**config.mk**
```make
export PLATFORM = sky130hd
export DESIGN_NAME = vec_regbank
export DESIGN_NICKNAME = d
export VERILOG_FILES = /design/src/source/vec_pkg.sv /design/src/source/vec_regbank.sv
export SDC_FILE = /design/constraint.sdc
export NUM_CORES = 2
export LEC_CHECK = 0
export BUFFER_PORTS_ARGS = -buffer_cell sky130_fd_sc_hd__buf_2
export CORE_UTILIZATION = 40
export CTS_CLUSTER_DIAMETER = 30
export DETAILED_ROUTE_END_ITERATION = 8
export PLACE_DENSITY = 0.54
export SYNTH_ARGS = -nofsm -noshare
export SYNTH_HDL_FRONTEND = slang
export SYNTH_SLANG_ARGS = --single-unit
```
**constraint.sdc**
```tcl
create_clock -name clk -period 4.46 [get_ports clk]
set_input_delay 0.223 -clock clk [delete_from_list [all_inputs] [get_ports clk]]
set_output_delay 0.223 -clock clk [all_outputs]
set_load 0.05 [all_outputs]
```
**src/source/vec_pkg.sv**
```systemverilog
package vec_pkg;

    //////////////////////////////
    // Sizes
    //////////////////////////////

    localparam int VLEN          = 64;
    localparam int VLENB         = VLEN / 8;
    localparam int WORDS_PER_REG = VLEN / 32;

    // One vector register
    typedef logic [VLEN-1:0]  vreg_t;
    // Vector register number
    typedef logic [4:0]       vaddr_t;
    // Byte write enables for one register
    typedef logic [VLENB-1:0] byte_en_t;
    // Vector length, 0 to 32 elements
    typedef logic [6:0]       vl_t;
    // Scalar and memory word
    typedef logic [31:0]      word_t;

    //////////////////////////////
    // Encodings
    //////////////////////////////

    typedef enum logic [1:0] {
        NONE,
        VECTOR,
        VLOAD,
        VSTORE
    } instr_kind_e;

    typedef enum logic [3:0] {
        VNOP,
        VSETVLI,
        VADD,
        VSUB,
        VAND,
        VOR,
        VXOR,
        VMINU,
        VMAXU
    } vop_e;

    // Operand category from funct3
    typedef enum logic [2:0] {
        OPIVV = 3'b000,
        OPIVI = 3'b011,
        OPIVX = 3'b100
    } op_cat_e;

    // Encoded as log2 of the element size in bytes
    typedef enum logic [1:0] {
        EW8  = 2'd0,
        EW16 = 2'd1,
        EW32 = 2'd2
    } sew_e;

    // Encoded as log2 of the group size
    typedef enum logic [1:0] {
        LMUL_1 = 2'd0,
        LMUL_2 = 2'd1,
        LMUL_4 = 2'd2
    } lmul_e;

    typedef enum logic [1:0] {V_IDLE, V_EXEC, V_END} seq_state_e;

    typedef enum logic [1:0] {L_IDLE, L_ADDR, L_DATA, L_DONE} lsu_state_e;

    //////////////////////////////
    // Bundles
    //////////////////////////////

    typedef struct packed {
        sew_e  sew;
        lmul_e lmul;
    } vtype_t;

    typedef struct packed {
        vop_e  vop;
        vreg_t op_a;
        vreg_t op_b;
        sew_e  sew;
    } alu_req_t;

    typedef struct packed {
        word_t      addr;
        logic       rd_en;
        logic [3:0] wr_en;
        word_t      wdata;
    } mem_req_t;

    typedef struct packed {
        logic     we;
        vaddr_t   addr;
        byte_en_t be;
        vreg_t    data;
    } wb_t;

endpackage

```
**src/source/vec_regbank.sv**
```systemverilog
`timescale 1ns/1ns

module vec_regbank
    import vec_pkg::*;
(
    input  logic   clk,
    input  logic   reset_n,
    input  vaddr_t rs_a_i,
    input  vaddr_t rs_b_i,
    input  vaddr_t rs_c_i,
    output vreg_t  rd_a_o,
    output vreg_t  rd_b_o,
    output vreg_t  rd_c_o,
    input  wb_t    wb_i
);

    localparam int NUM_REGS = 2 ** $bits(vaddr_t);

    vreg_t regs [NUM_REGS];

    // Combinational reads
    assign rd_a_o = regs[rs_a_i];
    assign rd_b_o = regs[rs_b_i];
    assign rd_c_o = regs[rs_c_i];

    // Byte-masked write, one register per cycle
    always_ff @(posedge clk or negedge reset_n) begin
        if (!reset_n) begin
            for (int r = 0; r < NUM_REGS; r++) begin
                regs[r] <= '0;
            end
        end
        else if (wb_i.we) begin
            for (int b = 0; b < VLENB; b++) begin
                if (wb_i.be[b]) begin
                    regs[wb_i.addr][b*8 +: 8] <= wb_i.data[b*8 +: 8];
                end
            end
        end
    end

endmodule

```
==> results.ini <==
[cts]
cts_inserted_buffers = 550
cts_tree = built
cts_max_path_buffers = 4
cts_max_level = 6
ctsRootBufferMaster = clkbuf_16
clk_pin_slew_ns = 0.05
cts_sinks = 2048
clock_latency_ns = 0.99

[die]
dieArea_um2 = 315000
dieHeight_um = 561
initial_core_util_pct = 40.3
ioPinCount = 287
die_w_um = 561
core_um2 = 310000
rows = 204

[hold_path]
holdCritPathClass = input pin to register
hp-start = wb_i[67]

[run]
cap_violations = 1

[sta]
setup_tns_ns = 0
slew_headroom_pct = -2.50
max_slew.worst_pin.slew_ns = 1.53
finalSetupViolations = 0
min_period_over_period_pct = 82.4
rsz0062_at_grt = no
skew_ns = 0
max_freq_mhz = 272
maxSlewViolCount = 12
period_minus_slack_ns = 3.67
finalHoldViolCount = 0

[synthesis]
synth_edf_count = 0
synthArstFlopShare_pct = 100
synth.net_count = 7831
avgSynthCellArea_um2 = 16.2
synthFlopType = dfrtp_1
yosysSeqAreaShare_pct = 41.0
syn_inst = 7736
synth_area_um2 = 125000
ys_ff_latch = 2048
yosysWarnings = 0
ys_types = 34

[outcome]
status = finished, violations left
violations = capacitance limit, slew limit

[worst_setup_path]
slowest_delay_ns = 1.09
end_kind = primary output
path_cells = mux4_2 > mux2_2 > o22ai_1 > a221oi_1 > buf_2
startpoint = regs[1764]
cp_top_family = compound AO/OA/AOI/OAI gates
reg2reg_from = regs[983]
crit_slowest_cell = a221oi_1
arrival_ns = 3.45
cp.required_ns = 4.24
crit_type = register to primary output
worstSetupStartpointType = register
critPathMaxFanout = 4
cp_num_buf_inv = 1

[grt]
grt_max_degree = 172
grt_pass1_vias = 88600
grt_antenna_before_repair = 36
grt_pass1_wl_um = 689000
use_met1_pct = 40.1
grt_util_met2_pct = 47.3
overflow = 0
grt-busiest-layer = met2
use_met3_pct = 7.69
track_usage_pct = 30.6

[detailed_routing]
ant_nets = 0
drc = 0
vias = 85300
firstDrtPassIters = 6
finalWirelength_um = 483000
drt_iter0_markers = 9218
vias_per_cell = 6.59
wire_per_inst_um = 37.3

[place]
post_dp_cell_area_um2 = 133000
dp_hpwl_um = 303000
io_buffers = 286
place_congestion = 0.872

[finish]
layout-drive-gt1-share_pct = 65.0
finalInstanceArea_um2 = 153000
largest_register_ffs = 2048
regMostFlops = regs
final_common_cell = mux2_2
finalNetCount = 8463
fillers = 26100
final_cell_mix = mux2_2 (2316), dfrtp_1 (2048), mux4_2 (1674), clkbuf_16 (555), buf_4 (369)
reg.largest.list = regs x2048
syn_to_final_growth_pct = 22.4

[pwr]
peakVddDrop_v = 0.000381
p_per_area_nw_per_um2 = 502
leakage_nw = 66.2
total_power_mw = 76.8

## layer usage
layer	routed length (um)	part of all wire [%]	up-vias
met1	190000	39	46700
met5	215	0.045	-
met3	41700	8.6	1142
met2	225000	47	4443
met4	26100	5.4	32
li1	-	-	33000
## synthesized netlist by cell type, types with 3 or more instances
library cell,instances,area [um2]
mux2_2,2316,26100
dfrtp_1,2048,51200
mux4_2,1674,37700
clkbuf_1,412,1550
mux2i_1,242,2420
buf_2,205,1030
nor2_1,160,601
nand2_1,124,465
o22ai_1,102,638
a221oi_1,65,569
buf_1,60,225
buf_4,54,405
a211oi_1,32,240
nor2_2,32,200
a221o_1,31,310
nor2b_1,30,188
mux2_1,29,327
o21ai_0,24,120
a21boi_0,16,120
a21oi_1,16,80.1
and2_1,12,75.1
a21o_1,9,67.6
nand2b_1,9,56.3
o32a_1,8,80.1
or2_2,6,37.5
buf_6,5,56.3
nor3_2,4,40.0
and3b_1,3,26.3
or3b_1,3,26.3
## cell type report
cell class | count | area, um2 | area share, %
Antenna cell | 19 | 47.5 | 0.0311
Clock buffer | 705 | 15200 | 9.94
Clock inverter | 282 | 3750 | 2.45
Inverter | 1 | 11.3 | 0.00736
Multi-Input combinational cell | 4950 | 70700 | 46.2
Sequential cell | 2048 | 51200 | 33.5
Tap cell | 4120 | 5150 | 3.37
Timing Repair Buffer | 817 | 6950 | 4.54
## per-stage QoR
stage,std cells,setup WS [ns],utilization [%],hold WS (ns)
after floorplan,7736,1.45,-,-0.0726
after global placement,11900,0.907,43.0,0.166
after detailed placement,11900,0.876,43.0,0.173
after CTS,12900,0.877,49.4,0.00370
after global routing,12900,0.794,49.4,0.0612
final,12900,0.786,49.4,0.0904
## cells by family (layout without fill, tap and decap cells)
logic type / Yosys count / count (layout) / synth area share (%)
flip-flops: 2048 / 2048 / 41.0
AO/OA/AOI/OAI: 303 / 303 / 1.78
multiplexers: 4261 / 4261 / 53.2
buffers and inverters: 738 / 1805 / 2.62
other: 0 / 19 / 0
AND/OR/NAND/NOR: 386 / 386 / 1.39
## repair_timing
item	CTS	global route
endpoints found under the hold margin	3197	0
resized for setup	0	0
buffers inserted	0	0
hold buffers	68	0
## worst paths after layout
kind / end / slack [ns] / cells past startpoint
min reg2reg: regs[1997] / 0.54 / 1
min: regs[796] / 0.09 / 4
max in group asynchronous: regs[380] / 2.64 / 5
min in group asynchronous: regs[1482] / 0.52 / 4
max reg2reg: regs[983] / 3.59 / 1
max: rd_b_o[36] / 0.79 / 5
## report_power, final
part	switching, mW	leakage [nW]	total [mW]	internal (mW)
clock network	12.8	9.16	40.1	27.4
logic	5.98	29.8	13.0	6.98
registers	2.52	27.2	23.7	21.1
No activity file was read; power rests on OpenSTA's default activity.
