==> config.mk <==
export PLATFORM = sky130hd
export DESIGN_NAME = vec_csr
export DESIGN_NICKNAME = d
export VERILOG_FILES = /design/src/source/vec_pkg.sv /design/src/source/vec_csr.sv
export SDC_FILE = /design/constraint.sdc
export NUM_CORES = 1
export LEC_CHECK = 0
export BUFFER_PORTS_ARGS = -buffer_cell sky130_fd_sc_hd__clkbuf_2
export CAP_MARGIN = 20
export CORE_MARGIN = 2
export CORE_UTILIZATION = 24
export CTS_BUF_LIST = sky130_fd_sc_hd__clkbuf_2 sky130_fd_sc_hd__clkbuf_4 sky130_fd_sc_hd__clkbuf_8
export DETAILED_ROUTE_END_ITERATION = 8
export PLACE_DENSITY_LB_ADDON = 0.15
export SLEW_MARGIN = 5
export SYNTH_ARGS = -nofsm -noshare
export SYNTH_HDL_FRONTEND = slang
export SYNTH_SLANG_ARGS = --single-unit
==> constraint.sdc <==
create_clock -name clk -period 4.05 [get_ports clk]
set_input_delay 0.81 -clock clk [delete_from_list [all_inputs] [get_ports clk]]
set_output_delay 0.81 -clock clk [all_outputs]
set_load 0.01 [all_outputs]
==> src/source/vec_pkg.sv <==
package vec_pkg;

    //////////////////////////////
    // Sizes
    //////////////////////////////

    localparam int VLEN          = 64;
    localparam int VLENB         = VLEN / 8;
    localparam int WORDS_PER_REG = VLEN / 32;

    // One vector register
    typedef logic [VLEN-1:0]  vreg_t;
    // Vector register number
    typedef logic [4:0]       vaddr_t;
    // Byte write enables for one register
    typedef logic [VLENB-1:0] byte_en_t;
    // Vector length, 0 to 32 elements
    typedef logic [6:0]       vl_t;
    // Scalar and memory word
    typedef logic [31:0]      word_t;

    //////////////////////////////
    // Encodings
    //////////////////////////////

    typedef enum logic [1:0] {
        NONE,
        VECTOR,
        VLOAD,
        VSTORE
    } instr_kind_e;

    typedef enum logic [3:0] {
        VNOP,
        VSETVLI,
        VADD,
        VSUB,
        VAND,
        VOR,
        VXOR,
        VMINU,
        VMAXU
    } vop_e;

    // Operand category from funct3
    typedef enum logic [2:0] {
        OPIVV = 3'b000,
        OPIVI = 3'b011,
        OPIVX = 3'b100
    } op_cat_e;

    // Encoded as log2 of the element size in bytes
    typedef enum logic [1:0] {
        EW8  = 2'd0,
        EW16 = 2'd1,
        EW32 = 2'd2
    } sew_e;

    // Encoded as log2 of the group size
    typedef enum logic [1:0] {
        LMUL_1 = 2'd0,
        LMUL_2 = 2'd1,
        LMUL_4 = 2'd2
    } lmul_e;

    typedef enum logic [1:0] {V_IDLE, V_EXEC, V_END} seq_state_e;

    typedef enum logic [1:0] {L_IDLE, L_ADDR, L_DATA, L_DONE} lsu_state_e;

    //////////////////////////////
    // Bundles
    //////////////////////////////

    typedef struct packed {
        sew_e  sew;
        lmul_e lmul;
    } vtype_t;

    typedef struct packed {
        vop_e  vop;
        vreg_t op_a;
        vreg_t op_b;
        sew_e  sew;
    } alu_req_t;

    typedef struct packed {
        word_t      addr;
        logic       rd_en;
        logic [3:0] wr_en;
        word_t      wdata;
    } mem_req_t;

    typedef struct packed {
        logic     we;
        vaddr_t   addr;
        byte_en_t be;
        vreg_t    data;
    } wb_t;

endpackage

==> src/source/vec_csr.sv <==
`timescale 1ns/1ns

module vec_csr
    import vec_pkg::*;
(
    input  logic        clk,
    input  logic        reset_n,
    input  logic        setvl_i,
    input  word_t       avl_i,
    input  logic [10:0] zimm_i,
    output vtype_t      vtype_o,
    output vl_t         vl_o,
    output vl_t         vl_next_o
);

    sew_e  sew_new;
    lmul_e lmul_new;
    vl_t   vlmax;

    // vsew in zimm[5:3], vlmul in zimm[2:0]
    always_comb begin
        unique case (zimm_i[5:3])
            3'b000:  sew_new = EW8;
            3'b001:  sew_new = EW16;
            default: sew_new = EW32;
        endcase
        unique case (zimm_i[2:0])
            3'b000:  lmul_new = LMUL_1;
            3'b001:  lmul_new = LMUL_2;
            default: lmul_new = LMUL_4;
        endcase
    end

    // VLMAX = VLENB * LMUL / element bytes, all powers of two
    assign vlmax     = vl_t'((VLENB << lmul_new) >> sew_new);
    assign vl_next_o = (avl_i < word_t'(vlmax)) ? vl_t'(avl_i) : vlmax;

    always_ff @(posedge clk or negedge reset_n) begin
        if (!reset_n) begin
            vtype_o.sew  <= EW8;
            vtype_o.lmul <= LMUL_1;
            vl_o         <= '0;
        end
        else if (setvl_i) begin
            vtype_o.sew  <= sew_new;
            vtype_o.lmul <= lmul_new;
            vl_o         <= vl_next_o;
        end
    end

endmodule

Word level (Yosys, flattened, before mapping)
Cells that the tools add are included.

Register bits after elaboration: 11. Input bits: 46. Output and inout port bits: 18. Word-level logic and storage cells: 13.

Order comparisons: 1. Eq/ne operators: 2. Shifts and indexed selects: 2. Mux-type cells: 3. Reduce and logical (&&, ||, !) cells: 2.

Operator list (number): $lt A32 B7 Y1 (1); $shl A4 B2 Y32 const A (1); $shr A32 B2 Y7 (1); $pmux W2 S2 (2); $mux W7 (1); $eq A3 B1 Y1 const B (2); $logic_not A3 Y1 (2).

Logic depth before layout (Yosys ltp)
Depth in word-level cells: 6. Gate-level depth with buffers: 11. Depth with buffers taken out: 10.

Worst setup path before layout
OpenSTA, ideal clock, no wires.

Path kind: input-to-output. Start point: input port zimm_i[1]. End point: output port vl_next_o[3]. Data arrival time: 2.836 ns. Data required time: 3.240 ns. Setup slack: 0.404 ns. Cell stages on the path: 9. Path buffers: 1. Cell sequence: or2_2 > or3_1 > ha_1 > nor3_1 > nor2_1 > o31ai_1 > and2_1 > buf_6 > mux2_1.

Longest elaborated chain between the ends: 6. Elaborated cells on any way between the ends: 7. Classes of those cells: order compare: 1; eq/ne: 1; shift: 2; mux: 2; reduce/logical: 1.

RTL lines: from (decl) (RTL line vec_csr.sv:10) `input logic [10:0] zimm_i,`; $eq A3 B1 Y1 or $logic_not A3 Y1 (tied branches) (RTL line vec_csr.sv:27) `unique case (zimm_i[2:0])`; $pmux W2 S2 (*) (RTL line vec_csr.sv:27); $shl A4 B2 Y32 (*) (RTL line vec_csr.sv:35) `assign vlmax = vl_t'((VLENB << lmul_new) >> sew_new);`; $shr A32 B2 Y7 (*) (RTL line vec_csr.sv:35); $lt A32 B7 Y1 (RTL line vec_csr.sv:36) `assign vl_next_o = (avl_i < word_t'(vlmax)) ? vl_t'(avl_i) : vlmax;`; $mux W7 (*) (RTL line vec_csr.sv:36); to (decl) (RTL line vec_csr.sv:13) `output vl_t vl_next_o`.

Mark *: on every way between the ends. The rest lies on a longest branch, timed or not.

Final worst setup path
Same ends and word-level chain as after synthesis.

==> results.sh <==
export IMPL_clkLatencyLatePin_ps=270
export IMPL_synth_distinct_cells=32
export IMPL_vias=975
export IMPL_clockBufferDepth=2
export IMPL_r2r_setup_slack_ps=3140
export IMPL_grt_max_degree=24
export IMPL_r2r_cells=3
export IMPL_first_pass_iters=4
export IMPL_critPathArrivalTime_ps=3010
export IMPL_cts_setup_buffers=0
export IMPL_cts_hold_buf=0
export IMPL_remaining_drc_errors=0
export IMPL_die_w_um=63.7
export IMPL_overflow=0
export IMPL_syn_to_final_growth_pct=42.9
export IMPL_cts_sinks=11
export IMPL_timing_rr_end="vl_o[4]$_DFFE_PN0P_"
export IMPL_cp_data_required_time_ps=3240
export IMPL_synth_fa_ha_area_frac=0.0878
export IMPL_cts_max_level=1
export IMPL_synthMuxAreaShare=0.0395
export IMPL_fp_dieH_um=63.7
export IMPL_dp_hpwl_mm=2.10
export IMPL_synth_compound_area_frac=0.183
export IMPL_wl_mm=2.51
export IMPL_grt_pass1_wl_mm=4.04
export IMPL_clock_skew_ps=0
export IMPL_synth_top_area_frac=0.322
export IMPL_synth_top_family_by_area="simple AND/OR/NAND/NOR gates"
export IMPL_rsz0062_at_grt="no"
export IMPL_synthFlopType="dfrtp_1"
export IMPL_total_power_uw=268
export IMPL_yosys_warnings=0
export IMPL_ir_drop_mv=0.145
export IMPL_power_density_mw_per_mm2=220
export IMPL_coreArea_mm2=0.00339
export IMPL_rows=21
export IMPL_synth_simple_area_share=0.290
export IMPL_cts_tree="built"
export IMPL_start_util=0.252
export IMPL_drive_gt1_frac=0.444
export IMPL_numCtsBuffers=3
export IMPL_max_clock_freq_ghz=0.262
export IMPL_die_area_mm2=0.00405
export IMPL_hold_viol_final=0
export IMPL_tns_ps=0
export IMPL_cpMaxStageDelayCell="or3_1"
export IMPL_port_buffers=58
export IMPL_worst_path_max_fanout=4
export IMPL_end_kind="output port"
export IMPL_synthCells=100
export IMPL_ys_top_cells_by_area="dfrtp_1, ha_1, o21ai_0"
export IMPL_drt_initial_drc_count=36
export IMPL_maxCapViolCount=0
export IMPL_place_congestion=0.738
export IMPL_crit_chain="clkbuf_2 > or2_2 > or3_1 > ha_1 > nor3_1 > nor2_1 > o31ai_1 > and2_1 > mux2_1 > clkbuf_2"
export IMPL_r2r_start="vl_o[4]$_DFFE_PN0P_"
export IMPL_antenna_found_initial=0
export IMPL_p_leak_uw=0.000598
export IMPL_crit_family="simple AND/OR/NAND/NOR gates"
export IMPL_cp_num_buf_inv=2
export IMPL_wl_per_cell_um=12.2
export IMPL_syn_num_nets=152
export IMPL_finalCritPeriodShare=0.944
export IMPL_nets=213
export IMPL_diodes=0
export IMPL_slowest_delay_ps=410
export IMPL_track_usage=0.124
export IMPL_finalSetupViolations=0
export IMPL_grt_pass1_vias=909
export IMPL_cts_resized=0
export IMPL_synthArstFlopShare=1.00
export IMPL_ant_nets=0
export IMPL_netlist_area_um2=855
export IMPL_fin_crit_ps=3820
export IMPL_synth_xor_area_frac=0.0102
export IMPL_ys_ff_latch=11
export IMPL_seq_area_frac_synth=0.322
export IMPL_io_pins=64
export IMPL_synth_top_cell_by_area="dfrtp_1"
export IMPL_maxSlewViolCount=0
export IMPL_outcome="complete, no violations"
export IMPL_clockRootBuffer="clkbuf_4"
export IMPL_synth_edff_count=0
export IMPL_avgSynthCellArea_um2=8.55
export IMPL_clk_pin_slew_ps=80
export IMPL_vias_per_cell=4.73
export IMPL_start_kind="input pin"
export IMPL_hp_class="in2async"
export IMPL_path_class="in2out"
export IMPL_crit_top_cell="clkbuf_2"
==> worst register-to-register path, cell delays in order, from the launching register on <==
cell and delay, ps:
dfrtp_1 380, nor2b_1 130, a41oi_1 170, o21ai_0 110
==> cell usage after synthesis (all sizes together) (5+ instances only) <==
cell and count:
nand3 8, o21ai 11, nor2 6, a41oi 5, inv 6, nor2b 5, nor4 6, nand2 5
dfrtp 11, ha 6
==> power by group <==
| group | internal, µW | switching (µW) |
|---|---|---|
| clock | 36.6 | 39.9 |
| sequential | 116 | 3.02 |
| combinational | 33.9 | 39.0 |
==> stage by stage <==
stage / cell area (µm²) / setup WS (ps) / utilization / cells / hold slack [ps]
2_1_floorplan: 855 / 404 / - / 100 / 514
3_3_place_gp: 1190 / 219 / 0.352 / 202 / 468
3_5_place_dp: 1190 / 205 / 0.352 / 202 / 479
4_1_cts: 1220 / 201 / 0.360 / 206 / 397
5_1_grt: 1220 / 30.8 / 0.360 / 206 / 399
6_report: 1220 / 227 / 0.360 / 206 / 398
==> sequential cells by signal, summed over array words and instances, names as in the netlist <==
register	count
vtype_o	4
vl_o	7
==> metal layers <==
layer,vias to the layer above,wire (µm),track usage
li1,491,-,-
met1,434,1110,0.150
met2,46,1120,0.200
met3,4,251,0.0589
met4,0,32,0.0245
met5,-,0,0
==> area by class of cell <==
class | instances | area, µm²
Inverter | 6 | 22.5
Multi-Input combinational cell | 78 | 526
Fill cell | 369 | 2170
Clock inverter | 1 | 5.00
Clock buffer | 3 | 22.5
Timing Repair Buffer | 61 | 313
Sequential cell | 11 | 275
Tap cell | 46 | 57.6
==> logic make-up (layout without fill, tap and decap cells) <==
group | after synthesis | after routing
other | 1 | 1
XOR/XNOR | 1 | 1
buffers and inverters | 11 | 71
adder cells (fa/ha/maj) | 6 | 6
multiplexers | 3 | 3
AND/OR/NAND/NOR | 42 | 42
AO/OA/AOI/OAI | 25 | 25
flip-flops | 11 | 11
==> worst max-delay path by stage <==
stage                          from      endpoint  slack [ps]  cells past startpoint
final                     zimm_i[1]  vl_next_o[3]         230                     10
after global routing      zimm_i[5]  vl_next_o[3]          30                     12
after CTS                 zimm_i[1]  vl_next_o[3]         200                     10
after detailed placement  zimm_i[1]  vl_next_o[3]         210                     10
after global placement    zimm_i[1]  vl_next_o[3]         220                     10
after floorplan           zimm_i[1]  vl_next_o[3]         400                      9
==> layout by cell type, fill, tap and decap left out <==
cell / Yosys / final
or2_2: 1 / 1
nand3_1: 8 / 8
clkinv_2: 0 / 1
xnor2_1: 1 / 1
and3_4: 1 / 1
conb_1: 1 / 1
mux2_1: 2 / 2
nor2b_1: 5 / 5
nand3b_1: 2 / 2
nor4_2: 2 / 2
nor2_1: 6 / 6
or3_1: 1 / 1
a41oi_1: 5 / 5
clkbuf_4: 0 / 3
dfrtp_1: 11 / 11
nor4_1: 4 / 4
nor3_2: 1 / 1
nor3_1: 3 / 3
o21ai_0: 11 / 11
mux2_2: 1 / 1
nand2_1: 5 / 5
and2_1: 1 / 1
a211oi_1: 1 / 1
o31ai_1: 4 / 4
and3_1: 1 / 1
inv_1: 6 / 6
nor4b_1: 1 / 1
clkbuf_2: 0 / 58
buf_4: 1 / 3
ha_1: 6 / 6
a21oi_1: 4 / 4
(Power assumes the default switching activity.)
