$ cat src/source/vec_pkg.sv
package vec_pkg;

    //////////////////////////////
    // Sizes
    //////////////////////////////

    localparam int VLEN          = 64;
    localparam int VLENB         = VLEN / 8;
    localparam int WORDS_PER_REG = VLEN / 32;

    // One vector register
    typedef logic [VLEN-1:0]  vreg_t;
    // Vector register number
    typedef logic [4:0]       vaddr_t;
    // Byte write enables for one register
    typedef logic [VLENB-1:0] byte_en_t;
    // Vector length, 0 to 32 elements
    typedef logic [6:0]       vl_t;
    // Scalar and memory word
    typedef logic [31:0]      word_t;

    //////////////////////////////
    // Encodings
    //////////////////////////////

    typedef enum logic [1:0] {
        NONE,
        VECTOR,
        VLOAD,
        VSTORE
    } instr_kind_e;

    typedef enum logic [3:0] {
        VNOP,
        VSETVLI,
        VADD,
        VSUB,
        VAND,
        VOR,
        VXOR,
        VMINU,
        VMAXU
    } vop_e;

    // Operand category from funct3
    typedef enum logic [2:0] {
        OPIVV = 3'b000,
        OPIVI = 3'b011,
        OPIVX = 3'b100
    } op_cat_e;

    // Encoded as log2 of the element size in bytes
    typedef enum logic [1:0] {
        EW8  = 2'd0,
        EW16 = 2'd1,
        EW32 = 2'd2
    } sew_e;

    // Encoded as log2 of the group size
    typedef enum logic [1:0] {
        LMUL_1 = 2'd0,
        LMUL_2 = 2'd1,
        LMUL_4 = 2'd2
    } lmul_e;

    typedef enum logic [1:0] {V_IDLE, V_EXEC, V_END} seq_state_e;

    typedef enum logic [1:0] {L_IDLE, L_ADDR, L_DATA, L_DONE} lsu_state_e;

    //////////////////////////////
    // Bundles
    //////////////////////////////

    typedef struct packed {
        sew_e  sew;
        lmul_e lmul;
    } vtype_t;

    typedef struct packed {
        vop_e  vop;
        vreg_t op_a;
        vreg_t op_b;
        sew_e  sew;
    } alu_req_t;

    typedef struct packed {
        word_t      addr;
        logic       rd_en;
        logic [3:0] wr_en;
        word_t      wdata;
    } mem_req_t;

    typedef struct packed {
        logic     we;
        vaddr_t   addr;
        byte_en_t be;
        vreg_t    data;
    } wb_t;

endpackage

$ cat src/source/vec_lsu.sv
`timescale 1ns/1ns

module vec_lsu
    import vec_pkg::*;
(
    input  logic     clk,
    input  logic     reset_n,
    input  logic     start_i,
    input  logic     is_store_i,
    input  word_t    base_i,
    input  vreg_t    store_data_i,
    input  byte_en_t store_en_i,
    output mem_req_t mem_o,
    input  word_t    mem_rdata_i,
    output logic     done_o,
    output vreg_t    load_data_o
);

    lsu_state_e state;
    logic       word_sel;
    logic       is_store_r;
    logic       accept;
    logic       last_word;

    word_t    base_r;
    vreg_t    store_data_r;
    byte_en_t store_en_r;
    vreg_t    load_data_r;

    // A new register may start right on the done cycle
    assign accept    = start_i && (state == L_IDLE || state == L_DONE);
    assign last_word = (word_sel == 1'(WORDS_PER_REG - 1));

    //////////////////////////////
    // Sequencing
    //////////////////////////////

    // Two address/data pairs per register, then done
    always_ff @(posedge clk or negedge reset_n) begin
        if (!reset_n) begin
            state      <= L_IDLE;
            word_sel   <= 1'b0;
            is_store_r <= 1'b0;
        end
        else begin
            unique case (state)
                L_IDLE, L_DONE: begin
                    state    <= accept ? L_ADDR : L_IDLE;
                    word_sel <= 1'b0;
                    if (accept) begin
                        is_store_r <= is_store_i;
                    end
                end
                L_ADDR: state <= L_DATA;
                L_DATA: begin
                    state    <= last_word ? L_DONE : L_ADDR;
                    word_sel <= ~word_sel;
                end
                default: state <= L_IDLE;
            endcase
        end
    end

    always_ff @(posedge clk) begin
        if (accept) begin
            base_r       <= base_i;
            store_data_r <= store_data_i;
            store_en_r   <= store_en_i;
        end
        // Read data is valid the cycle after the address
        if (state == L_DATA && !is_store_r) begin
            load_data_r[word_sel*32 +: 32] <= mem_rdata_i;
        end
    end

    //////////////////////////////
    // Memory port
    //////////////////////////////

    always_comb begin
        mem_o = '0;
        if (state == L_ADDR) begin
            mem_o.addr  = base_r + {29'b0, word_sel, 2'b00};
            mem_o.rd_en = !is_store_r;
            mem_o.wr_en = is_store_r ? store_en_r[word_sel*4 +: 4] : 4'b0000;
            mem_o.wdata = store_data_r[word_sel*32 +: 32];
        end
    end

    assign done_o      = (state == L_DONE);
    assign load_data_o = load_data_r;

endmodule

$ cat config.mk
export PLATFORM = sky130hd
export DESIGN_NAME = vec_lsu
export DESIGN_NICKNAME = d
export VERILOG_FILES = /design/src/source/vec_pkg.sv /design/src/source/vec_lsu.sv
export SDC_FILE = /design/constraint.sdc
export NUM_CORES = 1
export LEC_CHECK = 0
export BUFFER_PORTS_ARGS = -buffer_cell sky130_fd_sc_hd__buf_2
export CORE_UTILIZATION = 49
export CTS_BUF_LIST = sky130_fd_sc_hd__clkbuf_16
export DETAILED_ROUTE_END_ITERATION = 10
export MAX_ROUTING_LAYER = met4
export PLACE_DENSITY = 0.83
export RECOVER_POWER = 100
export SLEW_MARGIN = 5
export SYNTH_ARGS = -nofsm -noshare
export SYNTH_HDL_FRONTEND = slang
export SYNTH_SLANG_ARGS = --single-unit
$ cat constraint.sdc
create_clock -name clk -period 4.9 [get_ports clk]
set_input_delay 0 -clock clk [delete_from_list [all_inputs] [get_ports clk]]
set_output_delay 0 -clock clk [all_outputs]
set_load 0.01 [all_outputs]
# --- Yosys cells after proc, flatten, opt, wreduce, memory -nomap -nowiden ---
# Cells that the tools add are included.
word_totals:
  elab_cells: 32
  reg_bits: 172
  output_inout_bits: 134
  input_bits: 140
op_classes:
  n_shift: 4
  n_mux: 7
  reduce_logical: 8
  n_bitwise: 1
  n_addsub: 2
  eq_ne: 3
ops:
  columns: ["op", "n"]
  rows:
  - ["$mux W69", 1]
  - ["$bwmux W64", 1]
  - ["$shift A32 B34 Y64 const A", 1]
  - ["$shiftx A32 B34 Y64", 1]
  - ["$shiftx A64 B7 Y32", 1]
  - ["$neg A6 Y34", 1]
  - ["$add A32 B3 Y32", 1]
  - ["$shiftx A8 B4 Y4", 1]
  - ["$pmux W2 S3", 1]
  - ["$eq A2 B2 Y1 const B", 2]
  - ["$mux W4", 1]
  - ["$eq A2 B1 Y1 const B", 1]
  - ["$logic_and A1 B1 Y1", 2]
  - ["$logic_not A2 Y1", 1]
  - ["$mux W2", 1]
  - ["$pmux W1 S2", 1]
  - ["$reduce_and A2 Y1", 1]
  - ["$reduce_bool A2 Y1", 1]
  - ["$reduce_or A2 Y1", 1]
  - ["$logic_not A1 Y1", 1]
  - ["$logic_or A1 B1 Y1", 1]
  - ["$mux W1", 1]
  - ["$not A1 Y1", 1]

# --- Logic depth before layout (Yosys ltp) ---
# Gate-level depths: netlist of the first run.
depth:
  ltp_word: 5
  depth_mapped: 6
  depth_no_buf: 5

# --- Worst setup path after synthesis of the first run ---
# OpenSTA, ideal clock, no wires.
synth_path:
  path_type: "flip-flop to flip-flop"
  start: "register, netlist name last_word"
  end: "register load_data_r[32] (netlist: load_data_o[32]), enable pin"
  setup_time_ns: 0.468
  t_arrival_ns: 3.207
  period_less_slack_ns: 3.674
  slack_ns: 1.226
  n_path_buf: 2
  stages_incl_launch_ff: 4
  required_ns: 4.432
  path_cell_list: "dfrtp_1 > clkbuf_1 > clkbuf_1 > nor3b_1"
synth_lines:
  columns: ["item", "line_no", "source"]
  rows:
  - ["to (signal, indexed assignment)", "vec_lsu.sv:72", "load_data_r[word_sel*32 +: 32] <= mem_rdata_i;"]
  - ["to (decl)", "vec_lsu.sv:28", "vreg_t load_data_r;"]

==> results of run 1 <==
worst max path at each step:
stage	to	slack, ns	cells after the start
2_1_floorplan	load_data_o[32]	1.23	3
3_3_place_gp	base_r[16]	2.56	5
5_1_grt	mem_o[26]	0.93	4
3_5_place_dp	base_r[16]	2.46	5
4_1_cts	mem_o[47]	2.03	6
6_report	mem_o[62]	1.19	5
routing by layer:
layer	global-route usage (%)	wire length (um)	vias up
met3	5.71	1820	75
met4	14.5	762	0
met5	-	0	-
met1	31.5	7530	2692
li1	-	-	2579
met2	47.6	10200	417
worst reg2reg max path, cell delays in order (launching register included):
cell	delay, ns
dfrtp_1	1.38
nor3b_1	0.29
clkbuf_1	1.30
stage by stage:
step	power, mW	hold WS, ns	setup slack [ns]
final	5.11	0.284	1.19
after floorplan	3.21	-0.296	1.23
after global placement	3.70	-0.192	2.56
after global routing	5.35	0.286	0.928
after CTS	5.11	0.265	2.03
after detailed placement	3.76	-0.182	2.46
registers in the layout, indices dropped and copies added, names as in the netlist:
name and cells:
last_word 1, store_en_r 8, is_store_r 1, state 2, store_data_r 64, load_data_o 64, base_r 32
cell families after synthesis:
logic type                 after synthesis
buffers and inverters                   33
AOI/OAI and AO/OA                       27
xor gates and xnor gates                11
DFF                                    172
muxes                                   42
and+or+nand+nor                        187
adders and majority gates                6
Yosys cell counts, types with 4 or more instances:
| cell | number | area [um2] |
|---|---|---|
| edfxtp_1 | 168 | 5040 |
| nor2_1 | 49 | 184 |
| mux2i_1 | 41 | 410 |
| and2_1 | 35 | 219 |
| nor2b_1 | 32 | 200 |
| nand2_1 | 20 | 75.1 |
| clkbuf_1 | 19 | 71.3 |
| a21oi_1 | 13 | 65.1 |
| or4_1 | 11 | 82.6 |
| o31ai_1 | 10 | 75.1 |
| inv_1 | 9 | 33.8 |
| nand3_1 | 9 | 45.0 |
| xor2_1 | 8 | 70.1 |
| ha_1 | 6 | 75.1 |
| nand4_1 | 6 | 37.5 |
| and4_1 | 5 | 43.8 |
| nand2b_1 | 5 | 31.3 |
| nor4_1 | 5 | 31.3 |
| buf_2 | 4 | 20.0 |
| dfrtp_1 | 4 | 100 |
layout make-up:
type | count | area, um2
sequential | 172 | 5140
fill | 932 | 3640
timing repair buffer | 418 | 2610
multi-input combinational | 273 | 1780
clock buffer | 17 | 425
tap | 180 | 225
clock inverter | 15 | 126
inverter | 9 | 36.3
power groups by stage:
stage,Clock [mW],Combinational (mW),Sequential [mW]
global placement,0,1.40,2.30
floorplan,0,0.936,2.28
global route,1.32,1.67,2.36
finish,1.26,1.53,2.33
CTS,1.27,1.54,2.30
detailed placement,0,1.43,2.33
==> results.py, run 1 <==
metrics = {
    "pwr": {
        "vdd_drop_max_mv": 0.560,
        "p_switching_mw": 1.77,
        "power_frac_comb_pct": 29.8,
        "p_int_mw": 3.35,
        "p_sw_share_pct": 34.5,
        "powerDensity_nw_per_um2": 494,
        "p_seq_share_pct": 45.6,
        "clkPwrFrac_pct": 24.6,
        "leakagePower_nw": 3.78,
    },
    "yosys": {
        "yosys_warnings": 0,
        "synthAdderAreaFrac_pct": 1.06,
        "synth_edf_count": 168,
        "yosys.area_share.simple_pct": 14.5,
        "async_flop_share_pct": 2.33,
        "syn_area_per_cell_um2": 14.8,
        "netlist_area_um2": 7060,
        "synth_xor_area_share_pct": 1.36,
        "synth_top_family_by_area": "simple AND/OR/NAND/NOR gates",
        "synthCells": 478,
        "ys_seq_area_share_pct": 72.9,
        "synth_ff_type": "edfxtp_1",
        "muxShareOfSynthArea_pct": 5.97,
        "synth_seq_cells": 172,
        "netlist-cell-type-count": 31,
        "synth_nets": 624,
        "synth_compound_area_share_pct": 2.30,
    },
    "floorplanning": {
        "die_w_um": 122,
        "start_util_pct": 50.5,
        "io_pins": 274,
        "die_h_um": 122,
        "core_area_um2": 14000,
        "dieArea_um2": 14900,
        "rows": 43,
    },
    "grt": {
        "grt_start_max_net_pins": 76,
        "grt_antenna_before_repair": 0,
        "grt_pass1_wl_um": 29900,
        "grt_usage_pct": 28.1,
        "grt.overflow.total": 0,
        "grt_pass1_vias": 5886,
    },
    "setup_path": {
        "criticalPathCategory": "flop to output pin",
        "regToRegStartpoint": "last_word",
        "crit_path_end_kind": "output pin",
        "crit_chain": "ha_1 > nand4_4 > or4_1 > a21oi_1 > clkbuf_1",
        "crit_required_ns": 4.90,
        "max_stage_delay_ns": 1.38,
        "cp_max_fo": 33,
        "cpMaxStageDelayCell": "dfrtp_1",
        "worstPathArrival_ns": 3.71,
        "worst_setup_path_start_kind": "flop",
        "r2r_cells": 2,
        "r2r-end": "load_data_o[53]",
        "worstSetupStartpoint": "last_word",
        "path_buf_inv": 1,
        "crit_family": "flip-flops",
        "rrSetupSlack_ns": 1.50,
    },
    "min_path": {
        "min_path_cells": 2,
        "holdCritStartpoint": "store_data_i[13]",
        "hp-class": "input pin to flop",
        "whs_endpoint": "store_data_r[13]",
    },
    "layout": {
        "layout.nets": 1037,
        "drive_above_1_share_pct": 17.7,
        "final_cell_mix": "168 x edfxtp_1, 147 x clkbuf_1, 141 x dlygate4sd3_1",
        "fin_area_um2": 10400,
        "stdcell_count": 1084,
        "syn_to_final_growth_pct": 46.6,
        "final_core_util_pct": 74.0,
        "final_common_cell": "edfxtp_1",
        "num_antenna_cells": 0,
    },
    "drt": {
        "vias_per_cell": 5.32,
        "vias": 5763,
        "ant_nets": 0,
        "drt_iter0_markers": 436,
        "drtPass1Iterations": 5,
        "postRouteWirelength_um": 20300,
        "wl_per_cell_um": 18.7,
        "post-route-drc-count": 0,
    },
    "placed_design": {
        "dp_cells": 911,
        "dpl_cell_area_um2": 8600,
        "portBuffers": 273,
        "place.gp.congestion": 0.906,
        "dpl.hpwl_um": 11600,
    },
    "timing": {
        "fin_setup_tns_ns": 0,
        "final-setup-viol-count": 0,
        "period_share_pct": 75.7,
        "hold_viol": 0,
        "tightest_slew_ns": 1.83,
        "fin_skew_ns": 0.00600,
        "fmax_ghz": 0.270,
        "slew_viol_final": 100,
        "min_period_ns": 3.71,
        "rsz0062_at_grt": "no",
        "slew_headroom_pct": -22.1,
    },
    "clock_tree": {
        "tritoncts": "done",
        "cts_buffer_depth": 2,
        "cts_hold_buf": 141,
        "cts_made_buffers": 17,
        "post-cts-setup-buffers": 0,
        "htree_num_levels": 4,
        "clk_latency_ns": 0.42,
        "cts-resized-gates": 0,
        "path_clk_slew_ns": 0.07,
        "cts_sinks": 172,
        "cts_root_buf": "clkbuf_16",
    },
    "flow_run": {
        "drv_cap": 3,
    },
    "run_status": {
        "failed_checks": "capacitance limit, slew limit",
        "status": "finished with violations",
    },
}
Note: power is estimated with default switching activity, not from simulation.
==> run 2, diff against run 1 <==
- CORE_UTILIZATION: 49 -> 44
- PLACE_DENSITY: 0.83 -> 0.79
- clock period: 4.9 -> 3.1 ns (I/O delays scaled with it)
==> results.py, run 2 (synthesized netlist as in run 1, its figures left out) <==
metrics = {
    "setup_path": {
        "crit_family": "simple AND/OR/NAND/NOR gates",
        "cp_max_fo": 42,
        "cpMaxStageDelayCell": "dfrtp_4",
        "max_stage_delay_ns": 0.65,
        "worstPathArrival_ns": 2.67,
        "criticalPathCategory": "flop to output pin",
        "crit_path_end_kind": "output pin",
        "rrSetupSlack_ns": 0.49,
        "worst_setup_path_start_kind": "flop",
        "crit_required_ns": 3.10,
        "path_buf_inv": 1,
        "crit_chain": "ha_1 > nand4_4 > or4_1 > a21oi_1 > clkbuf_1",
    },
    "grt": {
        "grt.overflow.total": 0,
        "grt_antenna_before_repair": 0,
        "grt_pass1_wl_um": 28700,
        "grt_usage_pct": 24.6,
        "grt_start_max_net_pins": 91,
        "grt_pass1_vias": 5584,
    },
    "timing": {
        "hold_viol": 0,
        "fmax_ghz": 0.374,
        "tightest_slew_ns": 1.77,
        "final-setup-viol-count": 0,
        "fin_skew_ns": 0.0123,
        "fin_setup_tns_ns": 0,
        "period_share_pct": 86.3,
        "rsz0062_at_grt": "no",
        "slew_viol_final": 33,
        "min_period_ns": 2.67,
        "slew_headroom_pct": -17.8,
    },
    "floorplanning": {
        "dieArea_um2": 16600,
        "die_w_um": 129,
        "die_h_um": 129,
        "rows": 45,
        "start_util_pct": 45.8,
        "core_area_um2": 15400,
        "io_pins": 274,
    },
    "clock_tree": {
        "clk_latency_ns": 0.43,
        "post-cts-setup-buffers": 0,
        "htree_num_levels": 4,
        "cts_root_buf": "clkbuf_16",
        "tritoncts": "done",
        "path_clk_slew_ns": 0.06,
        "cts_made_buffers": 17,
        "cts_buffer_depth": 2,
        "cts_sinks": 172,
    },
    "placed_design": {
        "portBuffers": 273,
        "dpl.hpwl_um": 11500,
        "place.gp.congestion": 0.802,
    },
    "pwr": {
        "powerDensity_nw_per_um2": 763,
        "vdd_drop_max_mv": 0.533,
        "leakagePower_nw": 3.79,
    },
    "layout": {
        "final_core_util_pct": 67.4,
        "drive_above_1_share_pct": 18.8,
        "final_cell_mix": "168 x edfxtp_1, 143 x clkbuf_1, 140 x dlygate4sd3_1",
        "final_common_cell": "edfxtp_1",
        "syn_to_final_growth_pct": 47.4,
        "layout.nets": 1039,
        "nFillCells": 1154,
    },
    "drt": {
        "ant_nets": 0,
        "vias_per_cell": 4.94,
        "wl_per_cell_um": 17.5,
        "drt_iter0_markers": 296,
        "post-route-drc-count": 0,
        "vias": 5525,
        "postRouteWirelength_um": 19600,
        "drtPass1Iterations": 4,
    },
    "flow_run": {
        "drv_cap": 1,
    },
    "run_status": {
        "status": "finished with violations",
        "failed_checks": "capacitance limit, slew limit",
    },
    "min_path": {
        "hp-class": "input pin to flop",
    },
}
-- run 2: worst register-to-register path, delay by kind of cell, from the launching register on --
family | cells | cell delay, ns
AND/OR/NAND/NOR | 1 | 0.15
flip-flops | 1 | 0.41
adder cells (fa/ha/maj) | 1 | 0.16
buffers and inverters | 3 | 1.47
-- run 2: cell type report --
type | instances | area (um2) | area share (%)
Timing Repair Buffer | 420 | 2640 | 25.4
Antenna cell | 1 | 2.50 | 0.0241
Clock buffer | 17 | 425 | 4.09
Clock inverter | 15 | 98.8 | 0.950
Sequential cell | 172 | 5150 | 49.5
Tap cell | 211 | 264 | 2.54
Multi-Input combinational cell | 273 | 1790 | 17.2
Inverter | 9 | 35.0 | 0.337
-- run 2: where the power goes --
| part | switching [mW] | internal (mW) | leakage (nW) |
|---|---|---|---|
| Clock | 0.880 | 1.02 | 0.250 |
| Sequential | 0.317 | 3.32 | 1.62 |
| Combinational | 1.55 | 0.855 | 1.92 |
| Total | 2.75 | 5.20 | 3.79 |
-- run 2: timing repair --
item	in CTS	in global routing
hold endpoints to repair	173	0
hold buffers	140	0
resized for setup	0	0
-- run 2: path summary, 6_finish.rpt --
kind | start | cells after the start | endpoint
min | store_data_i[28] | 2 | store_data_r[28]
max reg2reg | state[0] | 5 | load_data_o[24]
min in group asynchronous | reset_n | 3 | state[0]
min reg2reg | state[1] | 2 | state[1]
max in group asynchronous | reset_n | 3 | last_word
max | last_word | 5 | mem_o[62]
-- run 2: metrics by stage --
step	instances	power, mW	hold WS, ns	worst slack (ns)	instance area [um2]
6_report	1118	7.94	0.281	0.426	10400
5_1_grt	1117	8.36	0.272	0.211	10400
4_1_cts	1117	8.04	0.259	0.392	10600
3_5_place_dp	945	6.01	-0.182	0.846	8690
3_3_place_gp	945	5.96	-0.187	0.902	8690
2_1_floorplan	478	5.07	-0.296	0.306	7070
-- run 2: layer usage --
layer  vias to the layer above  GRT usage (%)  share of wire [%]
li1                       2585              -                  -
met1                      2575           26.4                 38
met2                       311           42.2                 51
met3                        54           6.03                7.3
met4                         0           12.7                3.4
met5                         -              -                  0
